`src/hw/axi_sram_pkg.sv`:
```
// Shared AXI codes and beat address stepping for byte addresses of at most 64 bits
package axi_sram_pkg;

  // -------------------------------------------------------------------------
  // Channel encodings
  // -------------------------------------------------------------------------
  localparam logic [1:0] BURST_FIXED = 2'b00;
  localparam logic [1:0] BURST_INCR  = 2'b01;
  localparam logic [1:0] BURST_WRAP  = 2'b10;

  localparam logic [1:0] RESP_OKAY   = 2'b00;
  localparam logic [1:0] RESP_SLVERR = 2'b10;

  localparam int MAX_LEN_W   = 8;
  localparam int CALC_ADDR_W = 64;

  // -------------------------------------------------------------------------
  // Beat address stepping
  // -------------------------------------------------------------------------
  function automatic logic [CALC_ADDR_W-1:0] next_beat_addr(
    input logic [CALC_ADDR_W-1:0] addr,
    input logic [2:0]             size,
    input logic [MAX_LEN_W-1:0]   len,
    input logic [1:0]             burst
  );
    logic [CALC_ADDR_W-1:0] beat_bytes;
    logic [CALC_ADDR_W-1:0] stepped;
    logic [CALC_ADDR_W-1:0] wrap_mask;
    logic [CALC_ADDR_W-1:0] result;
    beat_bytes = CALC_ADDR_W'(1) << size;
    stepped    = (addr & ~(beat_bytes - 1'b1)) + beat_bytes;
    // Block of len+1 beats, a power of two for legal WRAP lengths
    wrap_mask  = ((CALC_ADDR_W'(len) + 1'b1) << size) - 1'b1;
    case (burst)
      BURST_FIXED: result = addr;
      BURST_INCR:  result = stepped;
      BURST_WRAP:  result = (addr & ~wrap_mask) | (stepped & wrap_mask);
      // Reserved code steps like INCR
      default:     result = stepped;
    endcase
    return result;
  endfunction

endpackage

```
`src/hw/axi_burst_addr.sv`:
```
// Next beat address of an AXI burst for byte addresses no wider than 64 bits
module axi_burst_addr #(
  parameter int ADDR_WIDTH = 32
) (
  input  logic [ADDR_WIDTH-1:0]              i_addr,
  input  logic [2:0]                         i_size,
  input  logic [axi_sram_pkg::MAX_LEN_W-1:0] i_len,
  input  logic [1:0]                         i_burst,
  output logic [ADDR_WIDTH-1:0]              o_next_addr
);

  localparam int CALC_W = axi_sram_pkg::CALC_ADDR_W;

  logic [CALC_W-1:0] addr_ext;
  logic [CALC_W-1:0] next_ext;

  // Zero extend into the calculation width
  always_comb begin
    addr_ext                 = '0;
    addr_ext[ADDR_WIDTH-1:0] = i_addr;
  end

  always_comb begin
    next_ext = axi_sram_pkg::next_beat_addr(addr_ext, i_size, i_len, i_burst);
  end

  // Upper bits beyond the bus address are dropped, so INCR rolls over
  assign o_next_addr = next_ext[ADDR_WIDTH-1:0];

endmodule

```
`src/hw/axi_sram_rd.sv`:
```
// Read channel engine with one burst in flight, fed by a memory with one cycle of read latency
module axi_sram_rd #(
  parameter int  DATA_WIDTH = 64,
  parameter int  ADDR_WIDTH = 32,
  parameter int  ID_WIDTH   = 4,
  parameter int  MEM_DEPTH  = 1024,
  localparam int WORD_AW    = $clog2(MEM_DEPTH)
) (
  input  logic                               i_aclk,
  input  logic                               i_arst_n,
  input  logic [ID_WIDTH-1:0]                i_arid,
  input  logic [ADDR_WIDTH-1:0]              i_araddr,
  input  logic [axi_sram_pkg::MAX_LEN_W-1:0] i_arlen,
  input  logic [2:0]                         i_arsize,
  input  logic [1:0]                         i_arburst,
  input  logic                               i_arvalid,
  output logic                               o_arready,
  output logic [ID_WIDTH-1:0]                o_rid,
  output logic [DATA_WIDTH-1:0]              o_rdata,
  output logic [1:0]                         o_rresp,
  output logic                               o_rlast,
  output logic                               o_rvalid,
  input  logic                               i_rready,
  output logic                               o_rd_en,
  output logic [WORD_AW-1:0]                 o_rd_addr,
  input  logic [DATA_WIDTH-1:0]              i_rd_data
);

  localparam int STRB_WIDTH = DATA_WIDTH / 8;
  localparam int OFFS_W     = $clog2(STRB_WIDTH);
  localparam int IDX_W      = ADDR_WIDTH - OFFS_W;
  localparam int LEN_W      = axi_sram_pkg::MAX_LEN_W;

  localparam logic [IDX_W-1:0] WORD_LIMIT = IDX_W'(MEM_DEPTH);

  localparam logic ST_IDLE   = 1'b0;
  localparam logic ST_STREAM = 1'b1;

  logic                  state_q;
  logic [ID_WIDTH-1:0]   id_q;
  logic [ADDR_WIDTH-1:0] addr_q;
  logic [LEN_W-1:0]      len_q;
  logic [2:0]            size_q;
  logic [1:0]            burst_q;
  logic [LEN_W-1:0]      beat_q;
  logic                  err_q;

  logic                  ar_fire;
  logic                  r_fire;
  logic                  req_go;
  logic [ADDR_WIDTH-1:0] next_addr;
  logic [ADDR_WIDTH-1:0] req_addr;
  logic [IDX_W-1:0]      req_idx;
  logic                  req_oor;

  assign o_arready = (state_q == ST_IDLE);
  assign o_rvalid  = (state_q == ST_STREAM);
  assign ar_fire   = i_arvalid & o_arready;
  assign r_fire    = o_rvalid & i_rready;
  assign o_rlast   = o_rvalid & (beat_q == len_q);

  axi_burst_addr #(
    .ADDR_WIDTH (ADDR_WIDTH)
  ) u_addr (
    .i_addr      (addr_q),
    .i_size      (size_q),
    .i_len       (len_q),
    .i_burst     (burst_q),
    .o_next_addr (next_addr)
  );

  // -------------------------------------------------------------------------
  // Memory request, one beat ahead of the R channel
  // -------------------------------------------------------------------------
  assign req_go    = ar_fire | (r_fire & ~o_rlast);
  assign req_addr  = ar_fire ? i_araddr : next_addr;
  assign req_idx   = req_addr[ADDR_WIDTH-1:OFFS_W];
  assign req_oor   = (req_idx >= WORD_LIMIT);
  assign o_rd_en   = req_go & ~req_oor;
  assign o_rd_addr = req_idx[WORD_AW-1:0];

  always_ff @(posedge i_aclk or negedge i_arst_n) begin
    if (!i_arst_n) begin
      state_q <= ST_IDLE;
      beat_q  <= '0;
      err_q   <= 1'b0;
    end else begin
      case (state_q)
        ST_IDLE: if (ar_fire) state_q <= ST_STREAM;
        default: if (r_fire && o_rlast) state_q <= ST_IDLE;
      endcase
      if (ar_fire) begin
        beat_q <= '0;
      end else if (r_fire) begin
        beat_q <= beat_q + 1'b1;
      end
      // Error flag follows the beat whose word was requested
      if (req_go) begin
        err_q <= req_oor;
      end
    end
  end

  always_ff @(posedge i_aclk) begin
    if (ar_fire) begin
      id_q    <= i_arid;
      len_q   <= i_arlen;
      size_q  <= i_arsize;
      burst_q <= i_arburst;
    end
    if (req_go) begin
      addr_q <= req_addr;
    end
  end

  assign o_rid   = id_q;
  assign o_rresp = err_q ? axi_sram_pkg::RESP_SLVERR : axi_sram_pkg::RESP_OKAY;
  assign o_rdata = err_q ? '0 : i_rd_data;

endmodule

```
`config.mk`:
```
export PLATFORM = sky130hd
export DESIGN_NAME = axi_sram_rd
export DESIGN_NICKNAME = d
export VERILOG_FILES = /design/src/hw/axi_sram_pkg.sv /design/src/hw/axi_burst_addr.sv /design/src/hw/axi_sram_rd.sv
export SDC_FILE = /design/constraint.sdc
export NUM_CORES = 1
export LEC_CHECK = 0
export BUFFER_PORTS_ARGS = -buffer_cell sky130_fd_sc_hd__buf_2
export CAP_MARGIN = 30
export CORE_ASPECT_RATIO = 0.75
export CORE_UTILIZATION = 50
export CTS_CLUSTER_DIAMETER = 60
export DETAILED_ROUTE_END_ITERATION = 7
export GPL_ROUTABILITY_DRIVEN = 0
export MAX_ROUTING_LAYER = met4
export PLACE_DENSITY = 0.8
export SLEW_MARGIN = 40
export SYNTH_ARGS = -nofsm -noshare
export SYNTH_HDL_FRONTEND = slang
export SYNTH_HIERARCHICAL = 1
export SYNTH_SLANG_ARGS = --single-unit
```
`constraint.sdc`:
```
create_clock -name i_aclk -period 7.3 [get_ports i_aclk]
set_clock_uncertainty 0.2 [all_clocks]
set_input_delay 1.095 -clock i_aclk [delete_from_list [all_inputs] [get_ports i_aclk]]
set_output_delay 1.095 -clock i_aclk [all_outputs]
set_load 0.05 [all_outputs]
```
==> impl_metrics.ini, run 1 <==
[synth]
ys_types = 77
ys_seq_area_share_pct = 30.60
syn-num-nets = 837
synth-seq-cells = 59
ys_async_sr_fraction_pct = 16.95
yosysTopAreaCellShare_pct = 26.16
synthTopCellsByArea = edfxtp_1, nand2_1, nor2b_1
syn_inst = 713
yosysTopAreaCell = edfxtp_1
ys.warnings.count = 6
ys.flop_type = edfxtp_1
synth_edf_count = 49
synth_area_mm2 = 0.005625
avgSynthCellArea_um2 = 7.890

[timing]
max_clock_freq_ghz = 0.1464
relSlewSlack_pct = 46.96
fin_crit_sh_pct = 93.59
fin_tns_setup_ps = 0
fin_crit_ps = 6832
rsz0062_at_grt = no
finalHoldViolations = 0
drv_slew = 0
setup_violations = 0
worst_slew_pin_slew_ps = 795.6

[grt]
track_usage_pct = 32.84
grt_pass1_vias = 5267
grt_pass1_wl_um = 28530
grt_max_degree = 68
antenna_found_initial = 1
overflow = 0

[run_status]
outcome = finished, final reports clean

[clock_network]
cts-root-buf = clkbuf_16
cts_buffer_depth = 2
cts_max_level = 3
cts_resized = 0
clkSinkCount = 59
cts-buffers-inserted = 9
postCtsSetupBuffers = 0
insertion_delay_ps = 350
clk_pin_slew_ps = 60
hold_buffers = 0
cts_tree = built

[critical_path]
cp_top_family = simple AND/OR/NAND/NOR gates
worstPathMaxFanout = 24
critPathCaptureType = output port
start_kind = flip-flop
path_class = flip-flop to output port
path_depth = 17
max_stage_delay_ps = 840
cp_num_buf_inv = 1
crit_top_cell = nand2_1
path_cells = nand2_1, and2_1, ha_1, nand2_1, nor3_1, a211oi_1, nand2_1, a21oi_1, and4bb_2, a32oi_4, nor4_2, xor2_1, or4_4, nor4_2, a22o_2, and3_1, buf_2
r2r_cells = 16
crit_slowest_cell = edfxtp_1
cp.arrival_ps = 5540
required_ps = 6000

[placed_design]
dpl.hpwl_um = 14630
dp.cells = 1003
port_buffers = 199

[final_layout]
stdcell_count = 1020
final_cell_mix = buf_2, nand2_1, nor2b_1
drive_gt1_share_pct = 28.67
seq_area_mm2 = 0.001725
multi_input_area_mm2 = 0.003503
final_common_cell = buf_2
n_fill_cell = 956
syn_to_final_growth_pct = 21.69
nNetsFinal = 998

[drt]
viasPerCell = 5.906
routedWlPerCell_um = 18.58
drtIter0Drc = 637
ant_nets = 0
first_pass_iters = 5
finalWirelength_um = 18950
via_count = 6024
drc = 0

[die]
die_h_um = 93.86
die-area_mm2 = 0.01168
rows = 33
die_x_um = 124.5
pin_count = 201
initial_core_util_pct = 51.41
core_area_mm2 = 0.01094

[pwr]
ir_worst_vdd_uv = 118.8
p_per_area_mw_per_mm2 = 147.0
combPwrFrac_pct = 14.2
p_leak_nw = 3.053
power_switching_w = 0.0002874
seq_power_share_pct = 41.8
clockPowerShare_pct = 43.9
switching_share_pct = 28.55
p_int_w = 0.0007191

[worst_hold_path]
worstHoldPathCells = 1
hold_class = flip-flop to flip-flop

[job]
drv_cap = 0
## worst paths after layout
| path | from | endpoint | slack [ps] |
|---|---|---|---|
| min in group asynchronous | i_arst_n | beat_q[5] | 410 |
| setup reg to reg | size_q[2] | err_q | 2060 |
| max in group asynchronous | i_arst_n | err_q | 6260 |
| hold reg to reg | beat_q[4] | beat_q[4] | 350 |
| hold / removal | beat_q[4] | beat_q[4] | 350 |
| setup / recovery | size_q[2] | o_rd_en | 470 |
## layer usage
metal  share of wire (%)  global-route usage (%)
met1                  44                   43.73
met2                  42                   47.56
met3                  11                   8.542
met4                 3.1                   13.05
met5                   0                       -
## synth_stat cells, types with 15 or more instances
cell and count:
a21oi_1 29, buf_2 15, buf_4 16, clkbuf_1 23
edfxtp_1 49, inv_1 20, nand2_1 142, nand4_1 16
nor2_1 43, nor2b_1 67, nor3_1 23, o21ai_0 30
xnor2_1 26, xor2_1 20
## flip-flops by register name, indices dropped and copies added (netlist names)
signal	flops
len_q	8
beat_q	8
burst_q	2
o_rid	4
size_q	3
addr_q	32
o_rvalid	1
err_q	1
## power groups by stage
stage | sequential (W) | combinational (W) | clock [W]
6_report | 0.000421 | 0.000143 | 0.000442
5_1_grt | 0.000423 | 0.000156 | 0.000455
4_1_cts | 0.000420 | 0.000142 | 0.000445
3_5_place_dp | 0.000426 | 0.000141 | 0
3_3_place_gp | 0.000425 | 0.000137 | 0
2_1_floorplan | 0.000409 | 0.000108 | 0
## per-stage QoR
| stage | utilization (%) | setup slack [ps] | cell area [um^2] | hold WS, ps | total power (W) |
|---|---|---|---|---|---|
| 3_5_place_dp | 59.78 | 929.4 | 6541 | 326.9 | 0.0005666 |
| 3_3_place_gp | 59.76 | 1123 | 6539 | 324.6 | 0.0005628 |
| 4_1_cts | 62.54 | 553.6 | 6843 | 353.3 | 0.001006 |
| 5_1_grt | 62.56 | 65.08 | 6845 | 373.0 | 0.001035 |
| 2_1_floorplan | - | 1377 | 5625 | 284.7 | 0.0005173 |
| 6_report | 62.56 | 468.3 | 6845 | 354.5 | 0.001006 |
## logic make-up (layout without fill, tap and decap cells)
logic type / after synthesis / after routing / synth area share, %
fa+ha+maj: 7 / 7 / 1.557
xor+xnor: 46 / 46 / 7.162
buf+inv: 78 / 244 / 7.117
mux: 9 / 9 / 1.891
simple gates: 381 / 381 / 35.34
other cells: 1 / 2 / 0.06666
flops: 59 / 59 / 30.60
compound gates: 132 / 132 / 16.26
## cell type report
type / count / area share [%]
inverters: 21 / 1.188
repair buffers: 207 / 15.43
flip-flops and latches: 59 / 25.21
clock inverters: 7 / 1.115
well taps: 140 / 2.559
clock buffers: 9 / 3.290
multi-input cells: 576 / 51.18
diodes: 1 / 0.03656
Note: power is estimated with default switching activity, not from simulation.
==> run 2: changes to the inputs <==
--- a/config.mk
+++ b/config.mk
@@ -5,15 +5,15 @@
 export SDC_FILE = /design/constraint.sdc
 export NUM_CORES = 1
 export LEC_CHECK = 0
-export BUFFER_PORTS_ARGS = -buffer_cell sky130_fd_sc_hd__buf_2
 export CAP_MARGIN = 30
 export CORE_ASPECT_RATIO = 0.75
 export CORE_UTILIZATION = 50
 export CTS_CLUSTER_DIAMETER = 60
 export DETAILED_ROUTE_END_ITERATION = 7
+export DONT_BUFFER_PORTS = 1
 export GPL_ROUTABILITY_DRIVEN = 0
+export GPL_TIMING_DRIVEN = 0
 export MAX_ROUTING_LAYER = met4
-export PLACE_DENSITY = 0.8
 export SLEW_MARGIN = 40
 export SYNTH_ARGS = -nofsm -noshare
 export SYNTH_HDL_FRONTEND = slang
==> impl_metrics.ini, run 2 (same netlist as run 1, synthesis figures left out) <==
[clock_network]
insertion_delay_ps = 330
cts_buffer_depth = 2
cts-buffers-inserted = 9
cts_tree = built
clkSinkCount = 59
cts_max_level = 3
cts-root-buf = clkbuf_16
clk_pin_slew_ps = 60

[timing]
fin_crit_sh_pct = 95.53
drv_slew = 0
max_clock_freq_ghz = 0.1434
setup_violations = 0
finalHoldViolations = 0
relSlewSlack_pct = 42.12
fin_tns_setup_ps = 0
rsz0062_at_grt = no
fin_crit_ps = 6974
hold_slack_ps = 249.9
worst_slew_pin_slew_ps = 865.6

[grt]
grt_max_degree = 27
track_usage_pct = 29.37
antenna_found_initial = 0
grt_pass1_vias = 4905
grt_pass1_wl_um = 26050
overflow = 0

[worst_hold_path]
hold_class = input port to asynchronous set/reset pin

[final_layout]
syn_to_final_growth_pct = 11.79
fin_area_mm2 = 0.006289
final_common_cell = nand2_1
reg.largest.list = addr_q (32), beat_q (8), len_q (8)
nNetsFinal = 851
stdcell_count = 872
diodes = 0
final_cell_mix = nand2_1, nor2b_2, edfxtp_1
largest_register_ffs = 32
largest-register = addr_q
drive_gt1_share_pct = 20.22

[placed_design]
dp.cells = 856
dpl.hpwl_um = 13110
dpl_cell_area_mm2 = 0.006006
port_buffers = 0

[critical_path]
path_class = flip-flop to output port
path_cells = clkbuf_1, clkbuf_1, clkbuf_2, nor3_1, ha_1, o21bai_1, a211oi_2, nand2_1, a21oi_1, and4bb_2, a32oi_4, nor4_2, xor2_1, or4_4, nor4_2, a22o_2, and3_1
r2r-end = err_q
timing.rr.start = size_q[2]
crit_end = o_rd_en
critPathLaunch = size_q[2]
max_stage_delay_ps = 480
rrSetupSlack_ps = 2020
cp.arrival_ps = 5680
crit_slowest_cell = edfxtp_1
worstPathMaxFanout = 10
cp_num_buf_inv = 3
start_kind = flip-flop
critPathCaptureType = output port
required_ps = 6000
path_depth = 17
r2r_cells = 17
cp_top_family = simple AND/OR/NAND/NOR gates

[drt]
first_pass_iters = 6
viasPerCell = 6.127
drtIter0Drc = 447
drc = 0
finalWirelength_um = 16970
ant_nets = 0
via_count = 5343
routedWlPerCell_um = 19.46

[die]
initial_core_util_pct = 51.41
die-area_mm2 = 0.01168
pin_count = 201
core_area_mm2 = 0.01094
die_h_um = 93.86
die_x_um = 124.5
rows = 33

[pwr]
p_leak_nw = 2.396
ir_worst_vdd_uv = 172.8
p_per_area_mw_per_mm2 = 149.7
fin_total_pwr_w = 0.0009415

[job]
drv_cap = 0

[run_status]
outcome = finished, final reports clean
==> run 2: cell type report <==
| type | count | area [um^2] |
|---|---|---|
| Sequential cell | 59 | 1722 |
| Fill cell | 1010 | 4653 |
| Tap cell | 140 | 175.2 |
| Multi-Input combinational cell | 576 | 3675 |
| Clock buffer | 9 | 225.2 |
| Clock inverter | 7 | 51.30 |
| Inverter | 21 | 81.33 |
| Timing Repair Buffer | 3 | 38.79 |
| Buffer | 57 | 320.3 |
==> run 2: worst reg2reg max path, stage by stage (launching register included) <==
cell and delay (ps):
edfxtp_1 480, clkbuf_1 370, clkbuf_1 410, clkbuf_2 330, nor3_1 110, ha_1 270, o21bai_1 220, a211oi_2 380
nand2_1 100, a21oi_1 310, and4bb_2 310, a32oi_4 430, nor4_2 100, xor2_1 170, or4_4 430, nor4_2 220
a22o_2 230, a31oi_1 80
==> run 2: repair_timing <==
item,CTS,global route
setup endpoints to repair,0,1
resized for setup,0,3
hold buffers,0,0
buffers inserted,0,0
==> run 2: worst min-delay path by stage <==
stage               slack [ps]        end  cells after the start  startpoint
floorplan                  280  beat_q[4]                      1   beat_q[4]
global placement           310  beat_q[4]                      1   beat_q[4]
detailed placement         320  beat_q[4]                      1   beat_q[4]
CTS                        240  beat_q[2]                      0    i_arst_n
global route               240  beat_q[2]                      0    i_arst_n
finish                     250  beat_q[2]                      0    i_arst_n
==> run 2: power breakdown <==
part	switching (W)	total, W	internal, W	leakage, nW
combinational	0.0000816	0.000134	0.0000526	1.67
clock	0.000168	0.000400	0.000232	0.140
sequential	0.0000177	0.000407	0.000390	0.585
total	0.000267	0.000942	0.000674	2.40
==> run 2: per-layer routing <==
metal / part of all wire, % / track usage, % / vias up
met5: 0 / - / -
met4: 0.39 / 5.020 / 0
met3: 7.9 / 5.638 / 4
met2: 45 / 45.35 / 277
met1: 47 / 40.54 / 2512
li1: - / - / 2550
==> run 2: per-stage QoR <==
| step | util (%) | setup WS (ps) |
|---|---|---|
| after floorplan | - | 1377 |
| after global placement | 53.01 | 548.8 |
| after detailed placement | 54.89 | 491.3 |
| after CTS | 57.42 | 124.6 |
| after global routing | 57.47 | 67.34 |
| final | 57.47 | 326.3 |
