<file path="src/hw/axi_sram_pkg.sv">
// Shared AXI codes and beat address stepping for byte addresses of at most 64 bits
package axi_sram_pkg;

  // -------------------------------------------------------------------------
  // Channel encodings
  // -------------------------------------------------------------------------
  localparam logic [1:0] BURST_FIXED = 2'b00;
  localparam logic [1:0] BURST_INCR  = 2'b01;
  localparam logic [1:0] BURST_WRAP  = 2'b10;

  localparam logic [1:0] RESP_OKAY   = 2'b00;
  localparam logic [1:0] RESP_SLVERR = 2'b10;

  localparam int MAX_LEN_W   = 8;
  localparam int CALC_ADDR_W = 64;

  // -------------------------------------------------------------------------
  // Beat address stepping
  // -------------------------------------------------------------------------
  function automatic logic [CALC_ADDR_W-1:0] next_beat_addr(
    input logic [CALC_ADDR_W-1:0] addr,
    input logic [2:0]             size,
    input logic [MAX_LEN_W-1:0]   len,
    input logic [1:0]             burst
  );
    logic [CALC_ADDR_W-1:0] beat_bytes;
    logic [CALC_ADDR_W-1:0] stepped;
    logic [CALC_ADDR_W-1:0] wrap_mask;
    logic [CALC_ADDR_W-1:0] result;
    beat_bytes = CALC_ADDR_W'(1) << size;
    stepped    = (addr & ~(beat_bytes - 1'b1)) + beat_bytes;
    // Block of len+1 beats, a power of two for legal WRAP lengths
    wrap_mask  = ((CALC_ADDR_W'(len) + 1'b1) << size) - 1'b1;
    case (burst)
      BURST_FIXED: result = addr;
      BURST_INCR:  result = stepped;
      BURST_WRAP:  result = (addr & ~wrap_mask) | (stepped & wrap_mask);
      // Reserved code steps like INCR
      default:     result = stepped;
    endcase
    return result;
  endfunction

endpackage

</file>
<file path="src/hw/axi_burst_addr.sv">
// Next beat address of an AXI burst for byte addresses no wider than 64 bits
module axi_burst_addr #(
  parameter int ADDR_WIDTH = 32
) (
  input  logic [ADDR_WIDTH-1:0]              i_addr,
  input  logic [2:0]                         i_size,
  input  logic [axi_sram_pkg::MAX_LEN_W-1:0] i_len,
  input  logic [1:0]                         i_burst,
  output logic [ADDR_WIDTH-1:0]              o_next_addr
);

  localparam int CALC_W = axi_sram_pkg::CALC_ADDR_W;

  logic [CALC_W-1:0] addr_ext;
  logic [CALC_W-1:0] next_ext;

  // Zero extend into the calculation width
  always_comb begin
    addr_ext                 = '0;
    addr_ext[ADDR_WIDTH-1:0] = i_addr;
  end

  always_comb begin
    next_ext = axi_sram_pkg::next_beat_addr(addr_ext, i_size, i_len, i_burst);
  end

  // Upper bits beyond the bus address are dropped, so INCR rolls over
  assign o_next_addr = next_ext[ADDR_WIDTH-1:0];

endmodule

</file>
<file path="src/hw/axi_sram_wr.sv">
// Write channel engine taking W beats only after their AW with one burst in flight
module axi_sram_wr #(
  parameter int  DATA_WIDTH = 64,
  parameter int  ADDR_WIDTH = 32,
  parameter int  ID_WIDTH   = 4,
  parameter int  MEM_DEPTH  = 1024,
  localparam int STRB_WIDTH = DATA_WIDTH / 8,
  localparam int WORD_AW    = $clog2(MEM_DEPTH)
) (
  input  logic                               i_aclk,
  input  logic                               i_arst_n,
  input  logic [ID_WIDTH-1:0]                i_awid,
  input  logic [ADDR_WIDTH-1:0]              i_awaddr,
  input  logic [axi_sram_pkg::MAX_LEN_W-1:0] i_awlen,
  input  logic [2:0]                         i_awsize,
  input  logic [1:0]                         i_awburst,
  input  logic                               i_awvalid,
  output logic                               o_awready,
  input  logic [DATA_WIDTH-1:0]              i_wdata,
  input  logic [STRB_WIDTH-1:0]              i_wstrb,
  input  logic                               i_wlast,
  input  logic                               i_wvalid,
  output logic                               o_wready,
  output logic [ID_WIDTH-1:0]                o_bid,
  output logic [1:0]                         o_bresp,
  output logic                               o_bvalid,
  input  logic                               i_bready,
  output logic                               o_wr_en,
  output logic [WORD_AW-1:0]                 o_wr_addr,
  output logic [DATA_WIDTH-1:0]              o_wr_data,
  output logic [STRB_WIDTH-1:0]              o_wr_strb
);

  localparam int OFFS_W = $clog2(STRB_WIDTH);
  localparam int IDX_W  = ADDR_WIDTH - OFFS_W;
  localparam int LEN_W  = axi_sram_pkg::MAX_LEN_W;

  localparam logic [IDX_W-1:0] WORD_LIMIT = IDX_W'(MEM_DEPTH);

  localparam logic [1:0] ST_IDLE = 2'd0;
  localparam logic [1:0] ST_DATA = 2'd1;
  localparam logic [1:0] ST_RESP = 2'd2;

  logic [1:0]            state_q;
  logic [ID_WIDTH-1:0]   id_q;
  logic [ADDR_WIDTH-1:0] addr_q;
  logic [LEN_W-1:0]      len_q;
  logic [2:0]            size_q;
  logic [1:0]            burst_q;
  logic                  err_q;

  logic                  aw_fire;
  logic                  w_fire;
  logic                  b_fire;
  logic [ADDR_WIDTH-1:0] next_addr;
  logic [IDX_W-1:0]      cur_idx;
  logic                  cur_oor;

  assign o_awready = (state_q == ST_IDLE);
  assign o_wready  = (state_q == ST_DATA);
  assign o_bvalid  = (state_q == ST_RESP);
  assign aw_fire   = i_awvalid & o_awready;
  assign w_fire    = i_wvalid & o_wready;
  assign b_fire    = o_bvalid & i_bready;

  axi_burst_addr #(
    .ADDR_WIDTH (ADDR_WIDTH)
  ) u_addr (
    .i_addr      (addr_q),
    .i_size      (size_q),
    .i_len       (len_q),
    .i_burst     (burst_q),
    .o_next_addr (next_addr)
  );

  // -------------------------------------------------------------------------
  // Memory write port
  // -------------------------------------------------------------------------
  assign cur_idx   = addr_q[ADDR_WIDTH-1:OFFS_W];
  assign cur_oor   = (cur_idx >= WORD_LIMIT);
  assign o_wr_en   = w_fire & ~cur_oor;
  assign o_wr_addr = cur_idx[WORD_AW-1:0];
  assign o_wr_data = i_wdata;
  assign o_wr_strb = i_wstrb;

  always_ff @(posedge i_aclk or negedge i_arst_n) begin
    if (!i_arst_n) begin
      state_q <= ST_IDLE;
      err_q   <= 1'b0;
    end else begin
      case (state_q)
        ST_IDLE: if (aw_fire) state_q <= ST_DATA;
        ST_DATA: if (w_fire && i_wlast) state_q <= ST_RESP;
        ST_RESP: if (b_fire) state_q <= ST_IDLE;
        default: state_q <= ST_IDLE;
      endcase
      // Sticky over the whole burst
      if (aw_fire) begin
        err_q <= 1'b0;
      end else if (w_fire && cur_oor) begin
        err_q <= 1'b1;
      end
    end
  end

  always_ff @(posedge i_aclk) begin
    if (aw_fire) begin
      id_q    <= i_awid;
      addr_q  <= i_awaddr;
      len_q   <= i_awlen;
      size_q  <= i_awsize;
      burst_q <= i_awburst;
    end else if (w_fire) begin
      addr_q <= next_addr;
    end
  end

  assign o_bid   = id_q;
  assign o_bresp = err_q ? axi_sram_pkg::RESP_SLVERR : axi_sram_pkg::RESP_OKAY;

endmodule

</file>
<file path="config.mk">
export PLATFORM = sky130hd
export DESIGN_NAME = axi_sram_wr
export DESIGN_NICKNAME = d
export VERILOG_FILES = /design/src/hw/axi_sram_pkg.sv /design/src/hw/axi_burst_addr.sv /design/src/hw/axi_sram_wr.sv
export SDC_FILE = /design/constraint.sdc
export NUM_CORES = 1
export LEC_CHECK = 0
export ABC_CLOCK_PERIOD_IN_PS = 4700
export BUFFER_PORTS_ARGS = -buffer_cell sky130_fd_sc_hd__buf_2
export CORE_UTILIZATION = 50
export CTS_CLUSTER_DIAMETER = 100
export DETAILED_ROUTE_END_ITERATION = 12
export PLACE_DENSITY = 0.83
export SETUP_SLACK_MARGIN = 0.2
export SYNTH_ARGS = -nofsm -noshare
export SYNTH_HDL_FRONTEND = slang
export SYNTH_HIERARCHICAL = 1
export SYNTH_SLANG_ARGS = --single-unit
</file>
<file path="constraint.sdc">
create_clock -name i_aclk -period 4.7 [get_ports i_aclk]
set_clock_uncertainty 0.1 [all_clocks]
set_input_delay 0.235 -clock i_aclk [delete_from_list [all_inputs] [get_ports i_aclk]]
set_output_delay 0.235 -clock i_aclk [all_outputs]
set_load 0.005 [all_outputs]
</file>
==> results of run 1 <==
[final timing paths]
kind                                     start                      to  slack (ns)
max in group asynchronous             i_arst_n       err_q$_DFFE_PN0P_        4.27
max reg2reg                size_q[1]$_DFFE_PP_    addr_q[28]$_DFFE_PP_        0.63
min in group asynchronous             i_arst_n  state_q[1]$_DFFE_PN0P_        0.13
min                                i_awsize[2]     size_q[2]$_DFFE_PP_        0.02
max                        size_q[1]$_DFFE_PP_    addr_q[28]$_DFFE_PP_        0.63
min reg2reg                  err_q$_DFFE_PN0P_       err_q$_DFFE_PN0P_        0.53
[logic make-up after synthesis]
group                      count (synthesis)
and+or+nand+nor                          199
buffers and inverters                    135
AOI/OAI and AO/OA                        119
DFF                                       52
muxes                                     41
xor gates and xnor gates                  35
adders and majority gates                  6
other                                      1
[sequential cells by signal, indices dropped and copies added (netlist names)]
register and count:
err_q 1, addr_q 32, o_bid 4, burst_q 2
len_q 8, size_q 3, state_q 2
[stage by stage]
step           utilization  instance area (um2)  hold slack (ns)  power [mW]  std cells
3_5_place_dp        0.4936                 5096         -0.06413       2.312        692
3_3_place_gp        0.4936                 5096         -0.06855       2.253        692
4_1_cts             0.5168                 5335         0.004166       2.600        715
2_1_floorplan            -                 5326          -0.1606       2.097        588
6_report            0.5213                 5381          0.01843       2.627        719
5_1_grt             0.5213                 5381          0.01007       2.798        719
[critical path: stages, from the launching register on]
cell and delay [ns]:
edfxtp_1 0.60, nand2_1 0.27, and2_1 0.23, ha_1 0.31, nand2_1 0.13, nor3_1 0.06, a211oi_1 0.27, buf_4 0.18
nand2_1 0.05, a21oi_1 0.35, and4bb_2 0.31, a32oi_4 0.40, nor3_1 0.13, xor2_1 0.16, mux2_4 0.28
[where the power goes]
| group | switching (mW) | internal (mW) |
|---|---|---|
| clock | 0.173 | 0.108 |
| sequential | 0.229 | 0.769 |
| combinational | 0.697 | 0.652 |
| total | 1.10 | 1.53 |
[cell usage after synthesis (8+ instances only)]
| cell type | count |
|---|---|
| nor3_1 | 24 |
| mux2_2 | 8 |
| nand4_1 | 9 |
| xor2_1 | 17 |
| nor4_1 | 10 |
| a21oi_1 | 28 |
| inv_1 | 21 |
| buf_4 | 88 |
| o21ai_0 | 24 |
| nand2_1 | 42 |
| nand2b_1 | 11 |
| edfxtp_1 | 49 |
| nor2_1 | 39 |
| xnor2_1 | 18 |
| buf_2 | 8 |
| nand3_1 | 12 |
| mux2_4 | 27 |
| clkbuf_1 | 12 |
| and3_1 | 10 |
[area by class of cell]
| class | count | area, um2 | area share |
|---|---|---|---|
| clock buffer | 6 | 72.57 | 0.01349 |
| sequential | 52 | 1546 | 0.2874 |
| clock inverter | 2 | 16.27 | 0.003023 |
| multi-input combinational | 401 | 2882 | 0.5355 |
| timing repair buffer | 101 | 615.6 | 0.1144 |
| tap | 136 | 170.2 | 0.03162 |
| inverter | 21 | 78.83 | 0.01465 |
[what timing repair did]
action / 4_1_cts / 5_1_grt
hold buffers: 15 / 1
gates resized for setup: 0 / 2
endpoints found under the setup margin: 0 / 7
endpoints found under the hold margin: 17 / 1
buffers inserted: 0 / 3
[routing by layer]
layer / GRT usage / vias to the layer above
met5: 0.01429 / -
met4: 0.08048 / 2
met3: 0.08596 / 45
met2: 0.4088 / 254
met1: 0.2930 / 1997
li1: - / 2045
==> metrics, run 1 <==
status=finished, final reports clean; crit-path max FO=14; Syn Area/Cell=9.058 um2; DR WL/cell=19.14 um; RSZ-0062 raised after global routing=no; WP data required=approximately 4.7 ns; share of cells above drive strength 1=0.2504; final setup fails=0; Die H=around 110 um; VDD IR max=~0.36 mV; Achievable Freq=approximately 250 MHz; GR Util All Layers=0.2452; Reg2Reg Depth=14; Worst Setup End Kind=flop; Root Buffer Master=clkbuf_8; Core Box Area=10320 um2; CTS tree=built; post-synthesis sequential area ratio=0.2903; FILL cells=956; Synth top area share=0.2763; met2 WL=roughly 6400 um; I/O Buffers=between 70 and 80; vias in the first global route=4319; cell taking the most area after synthesis=edfxtp_1; top cells by area, synth=edfxtp_1 28%, buf_4 12%, mux2_4 7.6%; nets=715; Yosys cell types=a little over 70; Final Max Slew Viols=0; worst skew pair latency=0.32 ns; Leak Pwr=roughly 2.1 nW; Layout area overhead=1.034%; most frequent cells in the layout=73 x buf_2, 49 x edfxtp_1, 42 x nand2_1, 39 x nor2_1, 28 x a21oi_1; Post-Synth Simple-Gate Area=0.2020; power per cell area=488.2 nW/um2; initial antenna violation count=0; syn nets=721; FFs w/ async S/R, synth=0.05769; Iter 0 DRT Violations=330; CTS Buf Count=5; largest net degree at the start of global routing=33; adder-cell share of the synthesized area=0.01409; Yosys Warn Count=6; Worst Setup Start Kind=flop; critical path class=reg2reg; Syn Std Cell Area=5326 um2; DRT Pass-1 Iters=5; die area=11070 um2; DR WL met3=1378 um; antenna-violating nets left=0; compound-cell area share of the yosys netlist=0.1562; io pins=219; Max clock buf depth=2; Cell Rows=37; Worst slew margin=0.3352; Synth Flop Type=edfxtp_1; Synth Area in XOR/XNOR=0.05755; EDFF count, synth=49; Max Used Layer=met5; Post-DP HPWL=10500 um; first-pass GRT wire length=21530 um; n_diodes=0; Remaining Overflow, GRT=0; Mapped Cells=588; post-synthesis mux area share=0.1066; setup slack after layout=around 0.63 ns; Placer Congestion=0.9067; worst hold path class=in2reg; Via density=6.040; #FFs+latches synth=52; final WL=13760 um; via count=4343; Worst EP arrival=between 4 and 5 ns; drt drc=0; total negative setup slack=0 ns; commonest non-fill, non-tap cell in the layout=buf_2; met1 wire length=between 5000 and 6000 um; TritonCTS Sinks=52; initial core utilization=0.5159; Tcrit/Tclk final=0.8651; Slew @ Worst Pin=0.9962 ns; largest family of logic cells by synthesized area=simple AND/OR/NAND/NOR gates; Fin. Hold Viols=0; fin crit period=4.066 ns; Die Wd=approximately 110 um; hold path depth=1; max cap viols=0; H-tree Lvls=2; pre-CTS setup slack=0.4570 ns; CTS clk-pin slew, worst paths=0.11 ns
(Power assumes the default switching activity.)
==> inputs of run 2 (changes only) <==
Settings changed: CORE_UTILIZATION 50 to 40, PLACE_DENSITY 0.83 to 0.68.
==> metrics, run 2 (same netlist as run 1, synthesis figures left out) <==
Worst Setup End Kind=flop; I/O Buffers=73 (unchanged); DR WL/cell=19.66 um (+2.7%); FILL cells=1286 (+35%); CTS tree=built; Reg area=1546 um2 (unchanged); CTS clk-pin slew, worst paths=0.08 ns (-0.03 ns); Total Power Consumption=2.752 mW (+4.7%); Fin. Hold Viols=0 (unchanged); nets=711 (-0.56%); Worst EP arrival=4.15 ns (+0.10 ns); WP data required=4.67 ns (about the same); largest net degree at the start of global routing=52 (+58%); status=finished, final reports clean; share of cells above drive strength 1=0.2470 (-0.003451); die area=13780 um2 (+25%); H-tree Lvls=2 (unchanged); Tcrit/Tclk final=0.8894 (+0.02433); DRT Pass-1 Iters=5 (unchanged); worst hold path class=in2reg; final WL=14770 um (+7.3%); Cell Rows=41 (+11%); slowest stage delay, CP=0.58 ns (-0.02 ns); Die H=117.4 um (+12%); Die Wd=117.4 um (+12%); setup repair bufs after CTS=0 (unchanged); TritonCTS Sinks=52 (unchanged); Worst path slowest cell=edfxtp_1; CTS Buf Count=5 (unchanged); worst skew pair latency=0.32 ns (about the same); initial antenna violation count=0 (unchanged); Layout area overhead=2.584%; Iter 0 DRT Violations=305 (-7.6%); Via density=5.638 (-6.7%); Core Box Area=12820 um2 (+24%); vias in the first global route=4146 (-4.0%); Placer Congestion=0.8691 (-4.1%); Max clock buf depth=2 (unchanged); power per cell area=503.6 nW/um2 (+3.2%); commonest non-fill, non-tap cell in the layout=buf_2; antenna-violating nets left=0 (unchanged); Final Max Slew Viols=0 (unchanged); crit path launch=len_q[0]$_DFFE_PP_; Worst slew margin=0.3679 (+0.03273); CP delay by family, top=compound AO/OA/AOI/OAI gates; Post-DP HPWL=11390 um (+8.4%); VDD IR max=0.4251 mV (+20%); first-pass GRT wire length=23100 um (+7.3%); max cap viols=0 (unchanged); Worst Setup Start Kind=flop; RSZ-0062 raised after global routing=no; Root Buffer Master=clkbuf_16; reg2reg start=len_q[0]$_DFFE_PP_; Achievable Freq=239.2 MHz (-2.7%); total negative setup slack=0 ns (unchanged); GR Util All Layers=0.2143 (-0.03087); CP bufs+invs=1 (unchanged); multi-input logic area=2882 um2 (unchanged); n_diodes=0 (unchanged); critical path class=reg2reg; final setup fails=0 (unchanged); via count=4234 (-2.5%); io pins=219 (unchanged); Hold WS=0.03903 ns (+0.02060 ns); hold wc startpoint=i_awsize[1]; initial core utilization=0.4153 (-0.1006); Leak Pwr=2.129 nW (+0.78%); number of flip-flops in the largest register=32 (unchanged); drt drc=0 (unchanged); critical-path cell list=ha_1 -> nand4_1 -> o21ai_0 -> nand2_1 -> mux4_2 -> a211oi_1 -> and3_1 -> and4b_1 -> ha_1 -> inv_1 -> a21oi_1 -> a21oi_1 -> o32ai_1 -> mux2_4; fin crit period=4.180 ns (+0.1143 ns); Slew @ Worst Pin=0.9481 ns (-0.04803 ns); Remaining Overflow, GRT=0 (unchanged); Most flops, register=addr_q; crit-path max FO=11 (-3); most frequent cells in the layout=73 x buf_2, 49 x edfxtp_1, 42 x nand2_1, 39 x nor2_1, 28 x a21oi_1
-- run 2: cell count changes in the layout (fill, tap and decap cells not counted), sizes merged --
cell      before  now
clkinvlp       1    0
buf           85   81
inv           22   23
-- run 2: cell type report --
| class | count | share of cell area |
|---|---|---|
| Clock buffer | 6 | 0.02542 |
| Clock inverter | 2 | 0.003206 |
| Inverter | 21 | 0.01443 |
| Multi-Input combinational cell | 401 | 0.5274 |
| Sequential cell | 52 | 0.2830 |
| Tap cell | 172 | 0.03939 |
| Timing Repair Buffer | 97 | 0.1072 |
-- run 2: report_power, final --
| part | switching (mW) | total, mW | internal, mW | leakage (nW) |
|---|---|---|---|---|
| sequential | 0.235 | 1.01 | 0.770 | 0.504 |
| clock | 0.198 | 0.415 | 0.217 | 0.0779 |
| combinational | 0.687 | 1.33 | 0.645 | 1.55 |
-- run 2: final timing paths --
kind                       depth (start not counted)  slack, ns                     end
setup / recovery                                  14       0.52    addr_q[15]$_DFFE_PP_
hold / removal                                     1       0.04     size_q[1]$_DFFE_PP_
setup reg to reg                                  14       0.52    addr_q[15]$_DFFE_PP_
hold reg to reg                                    3       0.52       err_q$_DFFE_PN0P_
max in group asynchronous                          2       4.26  state_q[0]$_DFFE_PN0P_
min in group asynchronous                          2       0.13       err_q$_DFFE_PN0P_
-- run 2: worst register-to-register path, delay by kind of cell, from the launching register on --
kind	cells	cell delay [ns]
buffers and inverters	1	0.06
AND/OR/NAND/NOR	4	0.76
multiplexers	2	0.85
AO/OA/AOI/OAI	5	0.99
flip-flops	1	0.58
adder cells (fa/ha/maj)	2	0.61
-- run 2: layer usage --
layer,part of all wire,track usage
met2,0.48,0.3584
met4,0.016,0.05925
met5,0,0.007353
met1,0.40,0.2476
met3,0.11,0.09193
-- run 2: what timing repair did --
action | CTS | global route
hold buffers | 16 | 0
setup endpoints to repair | 0 | 14
hold endpoints to repair | 18 | 0
resized for setup | 0 | 2
-- run 2: per-stage QoR --
step           cell area, um2  utilization  worst slack, ns  std cells
4_1_cts                  5450       0.4250           0.5084        751
6_report                 5464       0.4260           0.5199        751
5_1_grt                  5464       0.4260           0.2061        751
3_3_place_gp             5134       0.4003           0.5597        727
3_5_place_dp             5134       0.4003           0.5300        727
2_1_floorplan            5326            -           0.6692        588
==> inputs of run 3 (changes only) <==
Settings changed: BUFFER_PORTS_ARGS -buffer_cell sky130_fd_sc_hd__buf_2 to unset, DONT_BUFFER_PORTS set to 1, PLACE_DENSITY 0.68 to unset.
==> metrics, run 3 (same netlist as run 1, synthesis figures left out) <==
Final Max Slew Viols=0 (unchanged); post-layout instance count excluding filler cells=686 (-8.7%); Core Box Area=12820 um2 (unchanged); most frequent cells in the layout=49 x edfxtp_1, 42 x nand2_1, 39 x nor2_1, 28 x a21oi_1, 27 x mux2_4; die area=13780 um2 (unchanged); Die H=117.4 um (unchanged); final setup fails=0 (unchanged); initial core utilization=0.4153 (unchanged); WP data required=4.66 ns (about the same); hold path depth=2 (+1); setup repair bufs after CTS=0 (unchanged); Gates resized, CTS repair=0 (unchanged); VDD IR max=0.3451 mV (-19%); Worst Setup End Kind=flop; Die Wd=117.4 um (unchanged); Worst Setup Start Kind=flop; drt drc=0 (unchanged); Tcrit/Tclk final=0.8677 (-0.02164); H-tree Lvls=2 (unchanged); Placer Congestion=0.8777 (+0.99%); Leak Pwr=1.859 nW (-13%); power per cell area=515.3 nW/um2 (+2.3%); Worst EP arrival=4.04 ns (-0.11 ns); GR Util All Layers=0.1872 (-0.02709); Worst R2R Setup Slack=0.62 ns (+0.10 ns); slowest stage delay, CP=0.56 ns (-0.02 ns); vias in the first global route=3870 (-6.7%); number of flip-flops in the largest register=32 (unchanged); Layout area overhead=-3.430%; final WL=12910 um (-13%); end of the worst hold path=state_q[0]$_DFFE_PN0P_; Iter 0 DRT Violations=307 (+0.66%); nets=645 (-9.3%); worst hold path class=in2reg; Worst R2R End=addr_q[15]$_DFFE_PP_; DR WL/cell=18.83 um (-4.3%); total negative setup slack=0 ns (unchanged); Total Power Consumption=2.651 mW (-3.7%); io pins=219 (unchanged); first-pass GRT wire length=20660 um (-11%); fin crit period=4.078 ns (-0.1017 ns); worst skew pair latency=0.30 ns (-0.02 ns); max cap viols=0 (unchanged); Achievable Freq=245.2 MHz (+2.5%); Root Buffer Master=clkbuf_16; via count=3960 (-6.5%); Max clock buf depth=2 (unchanged); status=finished, final reports clean; Worst slew margin=0.3316 (-0.03632); Cell Rows=41 (unchanged); Post-DP HPWL=9562 um (-16%); TritonCTS Sinks=52 (unchanged); largest net degree at the start of global routing=40 (-23%); I/O Buffers=0 (-100%); CTS tree=built; Cell Area, Placed=4791 um2 (-6.7%); Most flops, register=addr_q; commonest non-fill, non-tap cell in the layout=edfxtp_1; RSZ-0062 raised after global routing=no; Fin. Hold Viols=0 (unchanged); DRT Pass-1 Iters=5 (unchanged); FILL cells=1297 (+0.86%); Worst path slowest cell=edfxtp_1; CTS Buf Count=5 (unchanged); critical-path cell list=ha_1 -> nand4_1 -> o21ai_0 -> nand2_1 -> mux4_2 -> a211oi_1 -> and3_1 -> and4b_1 -> ha_1 -> inv_1 -> a21oi_1 -> a21oi_1 -> o32ai_1 -> mux2_4; antenna-violating nets left=0 (unchanged); Via density=5.773 (+2.4%); Remaining Overflow, GRT=0 (unchanged); share of cells above drive strength 1=0.1384 (-0.1086); final instance area=5144 um2 (-5.9%); initial antenna violation count=1 (+1); Finished Core Util=0.4011 (-0.02498); hold wc startpoint=i_wvalid; crit-path max FO=11 (unchanged); Reg2Reg Depth=14 (unchanged); critical path class=reg2reg; # placed instances=657 (-9.6%); Slew @ Worst Pin=1.003 ns (+0.05448 ns); CTS clk-pin slew, worst paths=0.08 ns (about the same); reg2reg start=len_q[0]$_DFFE_PP_
[run 3: worst max-delay path by stage]
stage	to	start	cells past startpoint	slack (ns)
floorplan	addr_q[28]$_DFFE_PP_	size_q[2]$_DFFE_PP_	14	0.67
global placement	addr_q[15]$_DFFE_PP_	len_q[0]$_DFFE_PP_	14	0.75
detailed placement	addr_q[15]$_DFFE_PP_	len_q[0]$_DFFE_PP_	14	0.66
CTS	addr_q[15]$_DFFE_PP_	len_q[0]$_DFFE_PP_	14	0.65
global route	addr_q[31]$_DFFE_PP_	len_q[0]$_DFFE_PP_	14	0.27
finish	addr_q[15]$_DFFE_PP_	len_q[0]$_DFFE_PP_	14	0.62
[run 3: power by group]
group | switching [mW] | internal [mW] | total [mW]
logic | 0.640 | 0.598 | 1.24
registers | 0.251 | 0.771 | 1.02
clock network | 0.189 | 0.202 | 0.391
[run 3: repair_timing]
| item | 4_1_cts | 5_1_grt |
|---|---|---|
| setup endpoints to repair | 0 | 0 |
| hold buffers | 20 | 0 |
| endpoints found under the hold margin | 21 | 0 |
[run 3: metrics by stage]
step | hold slack (ns) | setup slack (ns)
4_1_cts | 0.003512 | 0.6544
2_1_floorplan | -0.1606 | 0.6692
3_5_place_dp | -0.1605 | 0.6607
5_1_grt | 0.02631 | 0.2697
3_3_place_gp | -0.1605 | 0.7519
6_report | 0.02594 | 0.6216
[run 3: critical path, delay by kind of cell (launching register included)]
family,cells,cell delay [ns]
and+or+nand+nor,4,0.75
adders and majority gates,2,0.60
AOI/OAI and AO/OA,5,0.93
buffers and inverters,1,0.06
DFF,1,0.56
muxes,2,0.83
[run 3: final cells by class]
type | count | area (um2) | area share
multi-input cells | 401 | 2868 | 0.5575
clock inverters | 3 | 25.02 | 0.004865
well taps | 172 | 215.2 | 0.04184
clock buffers | 5 | 125.1 | 0.02432
diodes | 1 | 2.502 | 0.0004865
inverters | 21 | 78.83 | 0.01532
flip-flops and latches | 52 | 1546 | 0.3007
repair buffers | 31 | 282.8 | 0.05497
[run 3: routing by layer]
metal | share of wire | wire [um] | track usage
met3 | 0.093 | 1196 | 0.05885
met4 | 0.026 | 342 | 0.06899
met5 | 0 | 0 | 0.003676
met2 | 0.45 | 5771 | 0.2936
met1 | 0.43 | 5603 | 0.2396
